File: src/include/lsu_cfg.svh
// ==============================
// LSU subsystem sizing and timing
// ==============================
`ifndef LSU_CFG_SVH
`define LSU_CFG_SVH

// request FIFO entries, power of two only
`define LSU_FIFO_DEPTH 8

// data SRAM size in 32-bit words
`define SRAM_WORDS 256

// first byte address that answers SLVERR
`define SRAM_ERR_BASE (`SRAM_WORDS * 4)

// read pipeline depth inside the SRAM
`define SRAM_RD_LAT 1

`endif

File: src/hw/lsu_pkg.sv
// ==============================
// LSU enums, structs, bus types
// ==============================
package lsu_pkg;

    // memory op decoded by execute
    typedef enum logic [3:0] {
        OP_ALU = 4'd0,
        OP_LB  = 4'd1,
        OP_LH  = 4'd2,
        OP_LW  = 4'd3,
        OP_LBU = 4'd4,
        OP_LHU = 4'd5,
        OP_SB  = 4'd6,
        OP_SH  = 4'd7,
        OP_SW  = 4'd8
    } lsu_op_e;

    // controller FSM
    typedef enum logic [1:0] {
        ST_IDLE = 2'd0,
        ST_ADDR = 2'd1,
        ST_RESP = 2'd2,
        ST_WB   = 2'd3
    } lsu_state_e;

    typedef struct packed {
        lsu_op_e     op;
        logic [31:0] addr;
        logic [31:0] wdata;
        logic [4:0]  rd;
        logic        wen;
    } lsu_req_t;

    typedef struct packed {
        logic [4:0]  rd;
        logic        wen;
        logic [31:0] data;
        logic        err;
        logic        is_mem;
    } lsu_wb_t;

    // master side of the AXI-Lite link
    typedef struct packed {
        logic        ar_valid;
        logic [31:0] ar_addr;
        logic        aw_valid;
        logic [31:0] aw_addr;
        logic        w_valid;
        logic [31:0] w_data;
        logic [3:0]  w_strb;
        logic        r_ready;
        logic        b_ready;
    } axi_m2s_t;

    // slave side of the AXI-Lite link
    typedef struct packed {
        logic        ar_ready;
        logic        aw_ready;
        logic        w_ready;
        logic        r_valid;
        logic [31:0] r_data;
        logic [1:0]  r_resp;
        logic        b_valid;
        logic [1:0]  b_resp;
    } axi_s2m_t;

    localparam logic [1:0] RESP_OKAY   = 2'b00;
    localparam logic [1:0] RESP_SLVERR = 2'b10;

endpackage

File: src/hw/lsu_req_fifo.sv
// ==============================
// request FIFO, sticky overflow
// ==============================
`timescale 1ns/10ps
`include "lsu_cfg.svh"

module lsu_req_fifo (
    input  logic              clk,
    input  logic              rst,
    input  logic              push_i,
    input  lsu_pkg::lsu_req_t push_data_i,
    input  logic              pop_i,
    output lsu_pkg::lsu_req_t head_o,
    output logic              empty_o,
    output logic              overflow_o
);
    import lsu_pkg::*;

    localparam int PTR_W = $clog2(`LSU_FIFO_DEPTH);
    localparam logic [PTR_W:0] FULL_CNT = (PTR_W + 1)'(`LSU_FIFO_DEPTH);

    lsu_req_t         mem [`LSU_FIFO_DEPTH];
    logic [PTR_W-1:0] wr_ptr;
    logic [PTR_W-1:0] rd_ptr;
    logic [PTR_W:0]   count;
    logic             full;
    logic             do_push;
    logic             do_pop;

    assign full    = (count == FULL_CNT);
    assign empty_o = (count == '0);
    // pop frees a slot in the same cycle
    assign do_pop  = pop_i && !empty_o;
    assign do_push = push_i && (!full || do_pop);
    assign head_o  = mem[rd_ptr];

    // entry storage
    always_ff @(posedge clk) begin
        if (do_push) begin
            mem[wr_ptr] <= push_data_i;
        end
    end

    always_ff @(posedge clk) begin
        if (rst) begin
            wr_ptr     <= '0;
            rd_ptr     <= '0;
            count      <= '0;
            overflow_o <= 1'b0;
        end else begin
            // pointers wrap on power-of-two depth
            if (do_push) begin
                wr_ptr <= wr_ptr + 1'b1;
            end
            if (do_pop) begin
                rd_ptr <= rd_ptr + 1'b1;
            end
            case ({do_push, do_pop})
                2'b10:   count <= count + 1'b1;
                2'b01:   count <= count - 1'b1;
                default: count <= count;
            endcase
            // dropped push latches the flag until reset
            if (push_i && !do_push) begin
                overflow_o <= 1'b1;
            end
        end
    end

endmodule

File: config.mk
export PLATFORM = sky130hd
export DESIGN_NAME = lsu_req_fifo
export DESIGN_NICKNAME = d
export VERILOG_FILES = /design/src/hw/lsu_pkg.sv /design/src/hw/lsu_req_fifo.sv
export VERILOG_INCLUDE_DIRS = /design/src /design/src/include
export SDC_FILE = /design/constraint.sdc
export NUM_CORES = 1
export LEC_CHECK = 0
export BUFFER_PORTS_ARGS = -buffer_cell sky130_fd_sc_hd__buf_2
export CAP_MARGIN = 20
export CORE_UTILIZATION = 56
export CTS_BUF_LIST = sky130_fd_sc_hd__clkbuf_4 sky130_fd_sc_hd__clkbuf_8
export CTS_CLUSTER_DIAMETER = 30
export DETAILED_ROUTE_END_ITERATION = 16
export PLACE_DENSITY = 0.86
export SYNTH_ARGS = -nofsm -noshare
export SYNTH_HDL_FRONTEND = slang
export SYNTH_SLANG_ARGS = --single-unit
File: constraint.sdc
create_clock -name clk -period 9.1 [get_ports clk]
set_clock_uncertainty 0.1 [all_clocks]
set_input_delay 0.455 -clock clk [delete_from_list [all_inputs] [get_ports clk]]
set_output_delay 0.455 -clock clk [all_outputs]
set_load 0.005 [all_outputs]
[Word-level counts from Yosys, hierarchy flattened]
Memories as Yosys holds them, arrays and structs flattened. A register that Yosys moved wholly into a read port is not among the register bits.
Index checks and enable logic that the tools add are counted.
Word-level totals
  register bits: 11
  RAM bits: 592
  bits of input ports: 78
  output and inout port bits: 76
  word-level logic and storage cells: 26
  memories kept: 1
Memory list
  mem: words 8, width 74, read ports 1, clocked after memory_dff 1, wr ports 1, RTL line lsu_req_fifo.sv:22  | lsu_req_t mem [`LSU_FIFO_DEPTH];
Operators by class
  add/subtract/negate cells: 4
  equality and inequality tests: 3
  mux-type cells: 5
  reductions and logical operators: 9
Operators by type and width (count)
  $pmux 4 s2: 1
  $add 3x1->3 const B: 2
  $mux 3: 2
  $add 4x1->4 const B: 1
  $eq 4x4->1 const B: 1
  $logic_not 4->1: 1
  $sub 4x1->4 const B: 1
  $logic_and 1x1->1: 3
  $logic_not 1->1: 3
  $eq 2x1->1 const B: 1
  $eq 2x2->1 const B: 1
  $mux 1: 2
  $reduce_bool 2->1: 1
  $logic_or 1x1->1: 1

[Longest topological paths before layout]
Gate-level depths: netlist (run 1).
  word-level depth: 7
  mapped depth: 11
  mapped depth without buffers: 9

[Worst setup path before layout (run 1)]
No wires, ideal clock.
  path type: input-to-reg
  from: input port pop_i
  to: memory mem[0][0] (netlist name) (enable)
  data arrival time: 7958 ps
  required time: 8311 ps
  setup slack: 353 ps
  stages: 4
  buffers on the path: 1
  cells stage by stage: clkbuf_1 > nand2b_1 > o21ai_2 > nor4_1
On the way
  word-level cells in the longest chain between the ends: 5
RTL lines
  start: declaration: RTL line lsu_req_fifo.sv:12  | input logic pop_i,
  $logic_and 1x1->1: RTL line lsu_req_fifo.sv:33  | assign do_pop = pop_i && !empty_o;
  $logic_or 1x1->1: RTL line lsu_req_fifo.sv:34  | assign do_push = push_i && (!full || do_pop);
  $logic_and 1x1->1: RTL line lsu_req_fifo.sv:34
  $mux 1: RTL line lsu_req_fifo.sv:39  | if (do_push) begin
  $mux 1 (implied by the code): RTL line lsu_req_fifo.sv:40  | mem[wr_ptr] <= push_data_i;
  end: declaration: RTL line lsu_req_fifo.sv:22
No other way between the ends.

==> impl_metrics.json, run 1 <==
{
  "fp.dieW_um": 205,
  "drt_pass1_iterations": 5,
  "postSynthCellCount": 944,
  "clk_latency_ns": 0.67,
  "path_clk_slew_ns": 0.06,
  "cts_buffers": 108,
  "drt-initial-drc-count": 721,
  "path_cells": "buf_4 -> mux4_2 -> mux2_2 -> buf_2",
  "ys_seq_area_share_pct": 78.6,
  "rsz0062_at_grt": "no",
  "slowest_delay_ns": 1.02,
  "grt_start_max_net_pins": 71,
  "drive_gt1_share_pct": 44.3,
  "holdWs_ns": 0.102,
  "grt_first_pass_wirelength_mm": 67.5,
  "syn_area_per_cell_um2": 24.3,
  "fin_crit_ns": 4.27,
  "setup_tns_ns": 0,
  "hold_viol": 0,
  "num_vias": 10800,
  "timing.rr.start": "count[0]",
  "final_nets": 1339,
  "final_cell_mix": "592 x edfxtp_1, 153 x buf_2, 148 x mux4_2",
  "cts_root_buffer": "clkbuf_8",
  "portBuffers": 153,
  "gp_congestion": 0.714,
  "drc": 0,
  "grt_use_total_pct": 22.2,
  "cp_max_fo": 49,
  "reg2reg_setup_slack_ns": 5.58,
  "routed_via_density": 5.76,
  "crit_type": "reg2out",
  "grt_overflow_total": 0,
  "synthDistinctLibCells": 36,
  "cap_violations": 0,
  "hold_class": "in2reg",
  "critPathArrivalTime_ns": 3.71,
  "relSlewSlack_pct": 30.7,
  "final-setup-viol-count": 0,
  "yosys_warnings": 0,
  "syn2layout_area_growth_pct": 19.5,
  "drt_wl_total_mm": 45.4,
  "antenna_found_initial": 3,
  "ant_nets": 0,
  "period_share_pct": 46.9,
  "synth_nets": 1027,
  "fmax_ghz": 0.234,
  "leakagePower_uw": 0.00899,
  "grt_pass1_vias": 11700,
  "setup.worst_path.end": "head_o[54]",
  "cts_tree": "done",
  "cts_buffer_depth": 3,
  "die_area_um2": 41800,
  "dpl.hpwl_mm": 22.9,
  "yosys.area.top_type": "edfxtp_1",
  "post_drt_wl_per_cell_um": 24.2,
  "clkSinkCount": 606,
  "htreeDepth": 3,
  "yosysTopAreaCellShare_pct": 77.4,
  "num_rows": 73,
  "vdd_drop_max_mv": 0.158,
  "r2r-end": "mem[6][24]",
  "cts_setup_buffers": 0,
  "crit_path_top_delay_cell": "dfxtp_4",
  "cp-start-kind": "flip-flop",
  "die_h_um": 205,
  "synth.area.top_cells": "edfxtp_1 77%, mux4_2 15%, mux2_2 3.6%, dfxtp_1 1.2%, buf_6 0.69%",
  "power_density_nw_per_um2": 267,
  "endpoint_kind": "output port",
  "status": "finished clean",
  "r2r_cells": 5,
  "drv_slew": 0,
  "core_um2": 40100,
  "crit_required_ns": 8.55,
  "hold_depth": 3,
  "worst_pin_slew_ns": 1.04,
  "fillCellCount": 2342,
  "hold_start": "push_i",
  "io_pins": 154,
  "initial_core_util_pct": 57.3,
  "final_common_cell": "edfxtp_1",
  "synth_seq_cells": 606,
  "syn_area_um2": 23000
}
where the power goes:
part / switching, µW / internal, µW / total, µW
Sequential: 113 / 3200 / 3310
Combinational: 602 / 783 / 1390
Clock: 1110 / 1530 / 2640
Total: 1830 / 5510 / 7330
routing by layer:
metal | GRT usage, % | up-vias | wire length (µm)
met5 | 0 | - | 10
met4 | 7.73 | 2 | 804
met3 | 5.46 | 65 | 3210
met2 | 37.6 | 420 | 23400
met1 | 28.2 | 5628 | 18000
li1 | - | 4677 | -
through the flow:
stage | instances | total power [µW] | utilization [%] | area, µm² | setup slack, ns
2_1_floorplan | 944 | 4370 | - | 23000 | 0.353
3_3_place_gp | 1594 | 4680 | 60.6 | 24300 | 5.42
3_5_place_dp | 1594 | 4730 | 60.6 | 24300 | 5.37
4_1_cts | 1869 | 7400 | 68.3 | 27400 | 4.63
5_1_grt | 1871 | 7630 | 68.4 | 27400 | 4.48
6_report | 1874 | 7330 | 68.4 | 27400 | 4.83
registers in the layout, summed over array words and instances, names as in the netlist, named ones only:
| register | cells |
|---|---|
| count | 4 |
| mem | 592 |
| wr_ptr | 3 |
| rd_ptr | 3 |
| overflow_o | 1 |
cells in the mapped netlist:
cell / count
or2_2: 2
o21ai_1: 1
mux2_2: 74
nor4bb_1: 1
buf_1: 11
xnor2_1: 4
o311a_1: 1
ha_1: 4
nor2_1: 16
nor3_1: 5
nand4b_1: 1
clkbuf_1: 17
or3_1: 1
a21oi_1: 2
nand3_1: 2
buf_6: 14
nand2b_1: 4
nor4_1: 1
a211oi_2: 1
o31ai_1: 1
o21bai_1: 1
o211ai_1: 2
a211oi_1: 1
mux2i_1: 3
a41oi_1: 1
mux4_2: 148
buf_2: 5
inv_1: 5
a31oi_1: 1
fa_1: 1
edfxtp_1: 592
xor2_1: 3
nand3b_1: 1
dfxtp_1: 14
nand2_1: 2
o21ai_2: 1
critical path, delay by kind of cell, from the launching register on:
kind	cells	cell delay, ns
buf+inv	2	1.06
flops	1	1.02
mux	2	0.94
cell families after synthesis:
logic type	Yosys count	share of synthesized area (%)
AO/OA/AOI/OAI	13	0.430
adder cells (fa/ha/maj)	5	0.305
AND/OR/NAND/NOR	36	0.779
multiplexers	225	18.3
flip-flops	606	78.6
buffers and inverters	52	1.33
XOR/XNOR	7	0.267
how the worst min path moves through the flow:
stage | endpoint | slack (ns)
after detailed placement | overflow_o | 0.37
after global routing | count[3] | 0.09
after floorplan | overflow_o | 0.36
after global placement | overflow_o | 0.36
final | count[3] | 0.10
after CTS | count[3] | 0.03
final cells by class:
type | instances | area, µm² | area share (%)
Sequential cell | 606 | 18100 | 65.9
Multi-Input combinational cell | 286 | 4650 | 17.0
Timing Repair Buffer | 249 | 1710 | 6.22
Clock buffer | 131 | 1690 | 6.16
Tap cell | 525 | 657 | 2.39
Clock inverter | 69 | 634 | 2.31
Inverter | 5 | 18.8 | 0.0684
Antenna cell | 3 | 7.51 | 0.0274
timing repair:
item                                   in CTS  in global routing
endpoints found under the hold margin     602                  0
resized for setup                           0                  0
hold buffers                               75                  0
No activity file was read; power rests on OpenSTA's default activity.
==> inputs of run 2 (changes only) <==
CORE_UTILIZATION = 61   (was 56)
PLACE_DENSITY = 0.88   (was 0.86)
clock period = 4.3 ns   (was 9.1 ns; I/O delays follow)
==> run 2 against run 1 <==
Sequential power up 110%; non-clock buffer count rose by 2; core utilization increased by 6.0 points; hold slack gained 0.17 ns; total power rose by 110%; critical path type unchanged; sequential share of layout area is essentially flat; largest cell class unchanged.
==> impl_metrics.json, run 2 (synthesis gave the netlist of run 1 again) <==
{
  "power_density_nw_per_um2": 561,
  "drc": 0,
  "hold_viol": 0,
  "grt_start_max_net_pins": 75,
  "htreeDepth": 3,
  "placed_area_um2": 24400,
  "crit_path_top_delay_cell": "dfxtp_4",
  "path_cells": "buf_4 -> mux4_2 -> mux2_2 -> buf_2",
  "grt_use_total_pct": 24.3,
  "cts_tree": "done",
  "fillCellCount": 1897,
  "portBuffers": 153,
  "hold_class": "in2reg",
  "fp.dieW_um": 196,
  "path_clk_slew_ns": 0.06,
  "drt_pass1_iterations": 5,
  "fin_area_um2": 27500,
  "grt_first_pass_wirelength_mm": 68.2,
  "grt_use_met3_pct": 5.24,
  "leakagePower_uw": 0.00894,
  "antenna_found_initial": 2,
  "post_drt_wl_per_cell_um": 24.1,
  "multi_input_area_um2": 4690,
  "slowest_delay_ns": 0.74,
  "period_share_pct": 75.5,
  "cp_max_fo": 30,
  "final_common_cell": "edfxtp_1",
  "reg.largest.list": "mem (592), count (4)",
  "relSlewSlack_pct": 31.7,
  "busiest_layer": "met2",
  "drt-initial-drc-count": 901,
  "cts_root_buffer": "clkbuf_8",
  "routed_via_density": 5.93,
  "fin_crit_ns": 3.25,
  "core_um2": 36900,
  "die_h_um": 196,
  "gp_congestion": 0.730,
  "grt_pass1_vias": 11900,
  "cp-start-kind": "flip-flop",
  "ant_nets": 0,
  "status": "finished clean",
  "setup_tns_ns": 0,
  "final_cell_mix": "592 x edfxtp_1, 153 x buf_2, 148 x mux4_2",
  "clk_latency_ns": 0.65,
  "seq_area_um2": 18100,
  "initial_core_util_pct": 62.3,
  "crit_required_ns": 3.98,
  "io_pins": 154,
  "cts_buffer_depth": 3,
  "vdd_drop_max_mv": 0.462,
  "worst_pin_slew_ns": 1.02,
  "drive_gt1_share_pct": 43.6,
  "die_area_um2": 38400,
  "num_rows": 70,
  "rsz0062_at_grt": "no",
  "holdWs_ns": 0.269,
  "num_vias": 11000,
  "cts_buffers": 106,
  "final-setup-viol-count": 0,
  "setup_ws_ns": 1.05,
  "use_met1_pct": 33.1,
  "endpoint_kind": "output port",
  "crit_type": "reg2out",
  "grt_overflow_total": 0,
  "largest_reg_flops": 592,
  "clkSinkCount": 606,
  "final_nets": 1339,
  "critPathArrivalTime_ns": 2.93,
  "dpl.hpwl_mm": 23.5,
  "largest_register": "mem",
  "cap_violations": 0,
  "drt_wl_total_mm": 44.6,
  "drv_slew": 0,
  "utilization_pct": 74.4,
  "pre_cts_slack_ns": 1.14,
  "use_met2_pct": 38.9,
  "fmax_ghz": 0.308,
  "syn2layout_area_growth_pct": 19.5
}
-- run 2: cell count changes in the layout (fill, tap and decap cells not counted), sizes merged --
cell / before / now
bufinv: 10 / 9
clkbuf: 131 / 134
clkinvlp: 8 / 10
dlygate4sd3: 75 / 78
diode: 3 / 2
buf: 174 / 173
clkinv: 46 / 40
-- run 2: power breakdown --
| part | internal (µW) | switching, µW | leakage [µW] | total [µW] |
|---|---|---|---|---|
| clock | 3140 | 2300 | 0.00115 | 5440 |
| sequential | 6760 | 210 | 0.00549 | 6970 |
| combinational | 1670 | 1330 | 0.00230 | 3000 |
| total | 11600 | 3840 | 0.00894 | 15400 |
-- run 2: timing repair --
| item | CTS | global route |
|---|---|---|
| hold endpoints to repair | 606 | 0 |
| resized for setup | 0 | 0 |
| hold buffers | 78 | 0 |
| buffers inserted | 0 | 0 |
-- run 2: cell type report --
| cell class | instances | share of cell area (%) |
|---|---|---|
| Timing Repair Buffer | 251 | 6.50 |
| Multi-Input combinational cell | 286 | 17.1 |
| Clock inverter | 64 | 2.11 |
| Sequential cell | 606 | 65.8 |
| Clock buffer | 134 | 6.10 |
| Inverter | 5 | 0.0684 |
| Tap cell | 504 | 2.30 |
| Antenna cell | 2 | 0.0182 |
-- run 2: per-stage QoR --
step                total power, µW  cells
finish                        15400   1852
global route                  16000   1851
CTS                           15500   1850
detailed placement            10100   1574
global placement               9970   1574
floorplan                      9220    944
-- run 2: critical path: cells and delay by family (launching register included) --
family	cells	cell delay, ns
buf+inv	2	0.62
flops	1	0.74
mux	2	0.88
-- run 2: worst paths after layout --
path,startpoint,endpoint,slack [ns],cells after the start
max reg2reg,count[0],mem[2][43],1.19,4
max,flip-flop,head_o[19],1.05,4
min,push_data_i[19],mem[6][19],0.27,2
min reg2reg,rd_ptr[2],rd_ptr[2],0.43,2
-- run 2: metal layers --
layer  routed length, µm  vias to the layer above
met5                   0                        -
met4                1190                        0
met3                3040                       79
met2               22600                      466
met1               17800                     5756
li1                    -                     4674
