$ cat config.mk
export PLATFORM = sky130hd
export DESIGN_NAME = lsu_ctrl
export DESIGN_NICKNAME = d
export VERILOG_FILES = /design/src/include/lsu_cfg.svh /design/src/hw/lsu_pkg.sv /design/src/hw/lsu_align.sv /design/src/hw/lsu_ctrl.sv
export SDC_FILE = /design/constraint.sdc
export NUM_CORES = 1
export LEC_CHECK = 0
export BUFFER_PORTS_ARGS = -buffer_cell sky130_fd_sc_hd__buf_2
export CAP_MARGIN = 20
export CORE_MARGIN = 2
export CORE_UTILIZATION = 47
export CTS_CLUSTER_DIAMETER = 150
export DETAILED_ROUTE_END_ITERATION = 10
export HOLD_SLACK_MARGIN = 0.06
export PLACE_DENSITY = 0.8
export SETUP_SLACK_MARGIN = 0.05
export SYNTH_ARGS = -nofsm -noshare
export SYNTH_HDL_FRONTEND = slang
export SYNTH_SLANG_ARGS = --single-unit
$ cat constraint.sdc
create_clock -name clk -period 3.1 [get_ports clk]
set_input_delay 0.31 -clock clk [delete_from_list [all_inputs] [get_ports clk]]
set_output_delay 0.31 -clock clk [all_outputs]
set_load 0.02 [all_outputs]
$ cat src/include/lsu_cfg.svh
// ==============================
// LSU subsystem sizing and timing
// ==============================
`ifndef LSU_CFG_SVH
`define LSU_CFG_SVH

// request FIFO entries, power of two only
`define LSU_FIFO_DEPTH 8

// data SRAM size in 32-bit words
`define SRAM_WORDS 256

// first byte address that answers SLVERR
`define SRAM_ERR_BASE (`SRAM_WORDS * 4)

// read pipeline depth inside the SRAM
`define SRAM_RD_LAT 1

`endif

$ cat src/hw/lsu_pkg.sv
// ==============================
// LSU enums, structs, bus types
// ==============================
package lsu_pkg;

    // memory op decoded by execute
    typedef enum logic [3:0] {
        OP_ALU = 4'd0,
        OP_LB  = 4'd1,
        OP_LH  = 4'd2,
        OP_LW  = 4'd3,
        OP_LBU = 4'd4,
        OP_LHU = 4'd5,
        OP_SB  = 4'd6,
        OP_SH  = 4'd7,
        OP_SW  = 4'd8
    } lsu_op_e;

    // controller FSM
    typedef enum logic [1:0] {
        ST_IDLE = 2'd0,
        ST_ADDR = 2'd1,
        ST_RESP = 2'd2,
        ST_WB   = 2'd3
    } lsu_state_e;

    typedef struct packed {
        lsu_op_e     op;
        logic [31:0] addr;
        logic [31:0] wdata;
        logic [4:0]  rd;
        logic        wen;
    } lsu_req_t;

    typedef struct packed {
        logic [4:0]  rd;
        logic        wen;
        logic [31:0] data;
        logic        err;
        logic        is_mem;
    } lsu_wb_t;

    // master side of the AXI-Lite link
    typedef struct packed {
        logic        ar_valid;
        logic [31:0] ar_addr;
        logic        aw_valid;
        logic [31:0] aw_addr;
        logic        w_valid;
        logic [31:0] w_data;
        logic [3:0]  w_strb;
        logic        r_ready;
        logic        b_ready;
    } axi_m2s_t;

    // slave side of the AXI-Lite link
    typedef struct packed {
        logic        ar_ready;
        logic        aw_ready;
        logic        w_ready;
        logic        r_valid;
        logic [31:0] r_data;
        logic [1:0]  r_resp;
        logic        b_valid;
        logic [1:0]  b_resp;
    } axi_s2m_t;

    localparam logic [1:0] RESP_OKAY   = 2'b00;
    localparam logic [1:0] RESP_SLVERR = 2'b10;

endpackage

$ cat src/hw/lsu_align.sv
// ==============================
// store lane shift, load extend
// ==============================
`timescale 1ns/10ps

module lsu_align (
    input  lsu_pkg::lsu_op_e op_i,
    input  logic [1:0]       addr_lo_i,
    input  logic [31:0]      st_data_i,
    input  logic [31:0]      rd_word_i,
    output logic [31:0]      st_data_o,
    output logic [3:0]       st_strb_o,
    output logic [31:0]      ld_data_o
);
    import lsu_pkg::*;

    logic [7:0]  ld_byte;
    logic [15:0] ld_half;

    // lane select for loads
    assign ld_byte = rd_word_i[8*addr_lo_i +: 8];
    assign ld_half = addr_lo_i[1] ? rd_word_i[31:16] : rd_word_i[15:0];

    // store side
    always_comb begin
        st_data_o = st_data_i;
        st_strb_o = 4'b0000;
        case (op_i)
            OP_SB: begin
                // replicate byte, strobe picks the lane
                st_data_o = {4{st_data_i[7:0]}};
                st_strb_o = 4'b0001 << addr_lo_i;
            end
            OP_SH: begin
                st_data_o = {2{st_data_i[15:0]}};
                st_strb_o = addr_lo_i[1] ? 4'b1100 : 4'b0011;
            end
            OP_SW: begin
                st_strb_o = 4'b1111;
            end
            default: begin
                st_strb_o = 4'b0000;
            end
        endcase
    end

    // load side
    always_comb begin
        case (op_i)
            OP_LB:   ld_data_o = {{24{ld_byte[7]}}, ld_byte};
            OP_LBU:  ld_data_o = {24'd0, ld_byte};
            OP_LH:   ld_data_o = {{16{ld_half[15]}}, ld_half};
            OP_LHU:  ld_data_o = {16'd0, ld_half};
            OP_LW:   ld_data_o = rd_word_i;
            default: ld_data_o = 32'd0;
        endcase
    end

endmodule

$ cat src/hw/lsu_ctrl.sv
// ==============================
// LSU controller FSM, AXI master
// ==============================
`timescale 1ns/10ps

module lsu_ctrl (
    input  logic              clk,
    input  logic              rst,
    input  logic              empty_i,
    input  lsu_pkg::lsu_req_t head_i,
    output logic              pop_o,
    output lsu_pkg::axi_m2s_t axi_o,
    input  lsu_pkg::axi_s2m_t axi_i,
    output logic              wb_valid_o,
    output lsu_pkg::lsu_wb_t  wb_o
);
    import lsu_pkg::*;

    lsu_state_e  state_q;
    lsu_state_e  state_d;
    lsu_req_t    req_q;
    lsu_wb_t     wb_q;
    logic        ar_valid_q;
    logic        aw_valid_q;
    logic        w_valid_q;
    logic        cur_load;
    logic        cur_store;
    logic        ar_hs;
    logic        aw_hs;
    logic        w_hs;
    logic        r_hs;
    logic        b_hs;
    logic        aw_done;
    logic        w_done;
    logic [31:0] st_data;
    logic [3:0]  st_strb;
    logic [31:0] ld_data;

    function automatic logic is_load_op(lsu_op_e op);
        return (op == OP_LB) || (op == OP_LH) || (op == OP_LW) ||
               (op == OP_LBU) || (op == OP_LHU);
    endfunction

    function automatic logic is_store_op(lsu_op_e op);
        return (op == OP_SB) || (op == OP_SH) || (op == OP_SW);
    endfunction

    assign pop_o     = (state_q == ST_IDLE) && !empty_i;
    assign cur_load  = is_load_op(req_q.op);
    assign cur_store = is_store_op(req_q.op);

    // channel handshakes
    assign ar_hs   = ar_valid_q && axi_i.ar_ready;
    assign aw_hs   = aw_valid_q && axi_i.aw_ready;
    assign w_hs    = w_valid_q && axi_i.w_ready;
    assign r_hs    = cur_load && axi_i.r_valid && axi_o.r_ready;
    assign b_hs    = cur_store && axi_i.b_valid && axi_o.b_ready;
    // aw and w may land in different cycles
    assign aw_done = !aw_valid_q || aw_hs;
    assign w_done  = !w_valid_q || w_hs;

    lsu_align u_align (
        .op_i      (req_q.op),
        .addr_lo_i (req_q.addr[1:0]),
        .st_data_i (req_q.wdata),
        .rd_word_i (axi_i.r_data),
        .st_data_o (st_data),
        .st_strb_o (st_strb),
        .ld_data_o (ld_data)
    );

    always_comb begin
        axi_o          = '0;
        axi_o.ar_valid = ar_valid_q;
        axi_o.ar_addr  = {req_q.addr[31:2], 2'b00};
        axi_o.aw_valid = aw_valid_q;
        axi_o.aw_addr  = {req_q.addr[31:2], 2'b00};
        axi_o.w_valid  = w_valid_q;
        axi_o.w_data   = st_data;
        axi_o.w_strb   = st_strb;
        // responses taken any cycle in ST_RESP
        axi_o.r_ready  = (state_q == ST_RESP);
        axi_o.b_ready  = (state_q == ST_RESP);
    end

    always_comb begin
        state_d = state_q;
        case (state_q)
            ST_IDLE: begin
                if (!empty_i) begin
                    state_d = ST_ADDR;
                end
            end
            ST_ADDR: begin
                // alu result bypasses the bus
                if (!cur_load && !cur_store) begin
                    state_d = ST_WB;
                end else if (cur_load && ar_hs) begin
                    state_d = ST_RESP;
                end else if (cur_store && aw_done && w_done) begin
                    state_d = ST_RESP;
                end
            end
            ST_RESP: begin
                if (r_hs || b_hs) begin
                    state_d = ST_WB;
                end
            end
            default: begin
                state_d = ST_IDLE;
            end
        endcase
    end

    always_ff @(posedge clk) begin
        if (rst) begin
            state_q    <= ST_IDLE;
            ar_valid_q <= 1'b0;
            aw_valid_q <= 1'b0;
            w_valid_q  <= 1'b0;
        end else begin
            state_q <= state_d;
            if (pop_o) begin
                // raise valids for the request class
                ar_valid_q <= is_load_op(head_i.op);
                aw_valid_q <= is_store_op(head_i.op);
                w_valid_q  <= is_store_op(head_i.op);
            end else begin
                if (ar_hs) begin
                    ar_valid_q <= 1'b0;
                end
                if (aw_hs) begin
                    aw_valid_q <= 1'b0;
                end
                if (w_hs) begin
                    w_valid_q <= 1'b0;
                end
            end
        end
    end

    // request and writeback payload
    always_ff @(posedge clk) begin
        if (pop_o) begin
            req_q       <= head_i;
            wb_q.rd     <= head_i.rd;
            // stores never write the register file
            wb_q.wen    <= head_i.wen && !is_store_op(head_i.op);
            wb_q.is_mem <= is_load_op(head_i.op) || is_store_op(head_i.op);
            wb_q.err    <= 1'b0;
            if (is_load_op(head_i.op) || is_store_op(head_i.op)) begin
                wb_q.data <= 32'd0;
            end else begin
                wb_q.data <= head_i.addr;
            end
        end
        if (r_hs) begin
            wb_q.err  <= (axi_i.r_resp != RESP_OKAY);
            wb_q.data <= (axi_i.r_resp != RESP_OKAY) ? 32'd0 : ld_data;
        end
        if (b_hs) begin
            wb_q.err <= (axi_i.b_resp != RESP_OKAY);
        end
    end

    assign wb_valid_o = (state_q == ST_WB);
    assign wb_o       = wb_q;

endmodule

Yosys cells after proc, flatten, opt, wreduce, memory -nomap -nowiden. Index checks and enable logic that the tools add are counted.

Register bits: 113. Output and inout bits: 147. Logic and storage cells: 102.

Equality and inequality tests: 22. Shift operators: 2. Multiplexer cells: 22. Reduce and logical (&&, ||, !) cells: 44.

Operators with widths (number): 32-bit one-hot mux with 5 select lines (1); 32-bit two-way mux (2); 32-bit one-hot mux with 2 select lines (1); 34-bit two-way mux (1); 33-bit two-way mux (1); 4-bit by 3-bit equality test with 1-bit output, second input constant (8); 32-bit by 6-bit variable part select with 8-bit output (1); 4-bit by 2-bit equality test with 1-bit output, second input constant (4); 1-bit logical OR (16); 16-bit two-way mux (1); 1-bit logical AND (13); 4-bit one-hot mux with 3 select lines (1); 2-bit nonzero test (6); 2-bit two-way mux (5); 4-bit by 1-bit equality test with 1-bit output, second input constant (2); 4-bit equality test, second input constant (2); 1-bit two-way mux (7); 1-bit logical NOT (6); 2-bit one-hot mux with 3 select lines (1); 2-bit equality test, second input constant (2); 4-bit two-way mux (1); 4-bit != test, second input constant (1); 1-bit by 2-bit left shift with 4-bit output, first input constant (1); 3-bit AND reduction (1); 5 further kinds (5).

Depth between registers and ports, before layout.
Depth in word-level cells: 10. Depth in mapped cells: 8. Gate-level depth less buffers: 8.

Modules after synthesis. Synthesis repeated with hierarchy kept, for this count alone.

Cell total of the unflattened synthesis: 455. Area, all modules: 5805.6 um^2.

By module, submodules not included: lsu_ctrl (times used 1, cells an instance 277, area an instance 4606.9 um^2); lsu_align (times used 1, cells an instance 178, area an instance 1198.6 um^2).

Least setup slack after synthesis. No wires, ideal clock.

Kind: register to register. Start point: reg state_q[0]. End point: reg ar_valid_q. Data arrival time: 2777 ps. Data required time: 3036 ps. Slack: 259 ps. Cell stages (with the launch flop): 9. Clock period less this slack: 2841 ps. Cell sequence: dfxtp_1 inv_1 ha_1 nand2b_1 inv_1 nand2_1 nor3_1 a31oi_1 nor2_1.

Longest elaborated chain between the ends: 3. Elaborated cells between the ends (all ways): 4. Classes of those cells: 1 x mux; 3 x reduce/logical.

RTL lines: start, declared (line lsu_ctrl.sv:19) `lsu_state_e state_q;`; start signal, assigned (line lsu_ctrl.sv:122) `state_q <= state_d;`; 2-bit logical NOT * (line lsu_ctrl.sv:48) `assign pop_o = (state_q == ST_IDLE) && !empty_i;`; 1-bit logical AND * (line lsu_ctrl.sv:48); via pop_o (line lsu_ctrl.sv:11) `output logic pop_o,`; 1-bit two-way mux / 2-bit nonzero test (equally long branches); end signal, assigned (line lsu_ctrl.sv:125) `ar_valid_q <= is_load_op(head_i.op);`; end, declared (line lsu_ctrl.sv:23) `logic ar_valid_q;`.

Mark *: on every way through the listed nets, which the timed path passes. The rest lies on a longest branch. A chain may end at the register's enable or synchronous reset.

==> flow_summary_export.csv <==
group,metric,value,unit
floorplan,row_count,40,
floorplan,core-area,11900,um2
hold_path,hold_path.class,"input pin to flop",
power,fin_total_pwr,6.63,mW
route,met1_length,5890,um
timing,finalSetupViolCount,0,
power,intPower,4.40,mW
timing,maxSlewViolCount,0,
route,num_vias,4573,
clock_network,cts_resized,0,
route,via_per_inst,5.37,
floorplan,initial_utilization,47.9,%
setup_path,cp-start-kind,"flop",
clock_network,cts_root_buf,"clkbuf_16",
power,p_per_area,890,nW/um2
power,p_comb_share,30.9,%
setup_path,crit_fanout,16,
route,dr.pass1.iters,5,
route,top_layer,"met4",
clock_network,cts.sinks,113,
power,p_sw_share,33.7,%
timing,fin_crit,2.65,ns
setup_path,worstPathArrival,2.34,ns
floorplan,io_pins,265,
setup_path,cpPeakStageDelay,0.65,ns
timing,max_freq,378,MHz
route,wl_met3,1410,um
setup_path,startpoint,"req_q[72]",
global_routing,grt_usage,24.6,%
global_routing,grt_max_degree,40,
setup_path,endpoint_kind,"primary output",
timing,clock_skew,0.00556,ns
synthesis,synth.distinct_cells,57,
timing,setup_tns,0,ns
clock_network,numCtsBuffers,17,
placed_design,port_buffers,260,
placed_design,hpwl,11800,um
clock_network,cts_tree,"yes",
hold_path,hold_start,"head_i[16]",
layout,drive_gt1_share,45.2,%
global_routing,grt-ovfl-total,0,
setup_path,critical_path_class,"flop to primary output",
power,switchingPower,2.23,mW
power,vdd_drop_max,0.489,mV
synthesis,synthArstFlopShare,0,%
synthesis,yosysTopAreaCellShare,56.8,%
clock_network,insertion_delay,0.41,ns
setup_path,cp_slowest_cell,"edfxtp_1",
global_routing,antenna_found_initial,1,
route,routed_wl,16200,um
route,drtIter0Drc,333,
synthesis,synth_common_cells,"edfxtp_1, nand2_1, buf_4, o21ai_0, a22o_1",
timing,grt_setup_unrepaired,"false",
route,routed-wl-met2,8520,um
timing,fin_crit_sh,85.4,%
route,wire_per_inst,19.0,um
synthesis,yosys_warnings,0,
global_routing,grt_pass1_vias,4647,
synthesis,netlist_area,5710,um2
floorplan,fp.dieW,114,um
route,antenna_left,0,
floorplan,dieArea,13000,um2
layout,nFillCells,943,
power,p_leak,3.31,nW
power,seqPwrFrac,35.4,%
layout,nets,812,
synthesis,synth_area_leaders,"edfxtp_1, buf_4, nand2_1",
route,drc,0,
layout,area_growth,30.6,%
clock_network,clk_path_buf_depth,2,
setup_path,crit_required,2.79,ns
synthesis,ys_seq_area_share,58.6,%
synthesis,avgSynthCellArea,11.9,um2
run_status,outcome,"finished clean",
floorplan,die_y,114,um
setup_path,path_cells,"nand3b_1 > nor2_2 > mux2_2 > buf_2",
synthesis,yosysMostFrequentCell,"edfxtp_1",
power,clkPwrFrac,33.7,%
synthesis,yosysTopAreaCell,"edfxtp_1",
synthesis,synth-edff-count,108,
layout,post-route-util,62.6,%
setup_path,r2r_start,"req_q[72]",
placed_design,place.gp.congestion,0.861,
global_routing,grt_pass1_wl,23700,um
synthesis,ys_ff_latch,113,
synthesis,ys.flop_type,"edfxtp_1",
timing,worst_pin_slew,1.02,ns
clock_network,path_clk_slew,0.05,ns
timing,hold_violations,0,
timing,slew_headroom,31.5,%
run,cap_violations,0,
clock_network,htree_num_levels,4,
synthesis,synthCells,480,
[critical path: cells and delay by family (launching register included)]
family                 cells  cell delay [ns]
buffers and inverters      1             0.16
muxes                      1             0.41
DFF                        1             0.65
and+or+nand+nor            2             0.71
[cells in the final DEF, fill, tap and decap left out, types with 6 or more instances in the layout]
cell           instances
a221oi_1               8
a21oi_1                6
edfxtp_1             108
inv_1                 11
a22o_1                16
mux2i_1               12
clkbuf_16             17
nor3_1                 6
o21ai_0               23
dlygate4sd3_1         16
nand3_1               10
nand2_1               86
mux2_2                12
buf_2                260
buf_4                  8
bufinv_16              7
nor2_1                 7
[state kept, by name (all words and copies together) (netlist names)]
register and flops:
aw_valid_q 1, axi_o 30, ar_valid_q 1, state_q 2, w_valid_q 1, req_q 38
wb_o 40
[stage by stage]
stage	hold WS (ns)	setup slack, ns	std cells	cell area (um2)
2_1_floorplan	0.379	0.259	483	5720
3_3_place_gp	0.486	0.594	802	6620
3_5_place_dp	0.488	0.501	802	6620
4_1_cts	0.0604	0.424	850	7450
5_1_grt	0.0621	0.234	850	7450
6_report	0.0769	0.452	851	7450
[what timing repair did]
| item | in CTS | in global routing |
|---|---|---|
| hold buffers | 16 | 0 |
| endpoints found under the hold margin | 16 | 0 |
| setup buffers | 0 | 0 |
[cell type report]
type / count / area (um2) / share of cell area, %
Multi-Input combinational cell: 261 / 1660 / 22.3
Antenna cell: 1 / 2.50 / 0.0336
Clock buffer: 19 / 433 / 5.81
Timing Repair Buffer: 285 / 1540 / 20.7
Sequential cell: 113 / 3340 / 44.9
Tap cell: 147 / 184 / 2.47
Clock inverter: 13 / 239 / 3.21
Inverter: 12 / 46.3 / 0.621
[power groups by stage]
stage	Sequential, mW	Clock [mW]	Combinational (mW)
6_report	2.35	2.24	2.05
5_1_grt	2.39	2.31	2.20
4_1_cts	2.35	2.25	2.05
3_5_place_dp	2.37	0	2.02
3_3_place_gp	2.35	0	1.98
2_1_floorplan	2.52	0	1.37
[cell families (layout without fill, tap and decap cells)]
family / Yosys count / after routing / synth area share (%)
AO/OA/AOI/OAI: 87 / 87 / 11.1
XOR/XNOR: 2 / 2 / 0.307
adder cells (fa/ha/maj): 5 / 5 / 1.05
buffers and inverters: 109 / 329 / 12.6
flip-flops: 113 / 113 / 58.6
multiplexers: 25 / 25 / 4.87
other: 1 / 5 / 0.0657
AND/OR/NAND/NOR: 138 / 138 / 11.4
[worst paths after layout]
kind / to / slack (ns) / cells after the start
setup / recovery: axi_o[21] / 0.45 / 4
hold / removal: req_q[16] / 0.08 / 1
setup reg to reg: wb_o[22] / 0.48 / 5
hold reg to reg: state_q[0] / 0.54 / 2
[layer usage]
layer	GRT usage [%]	up-vias
li1	-	2106
met1	25.7	2183
met2	44.8	259
met3	7.89	25
met4	11.3	0
met5	0	-
Power figures use the tool's default switching activity.
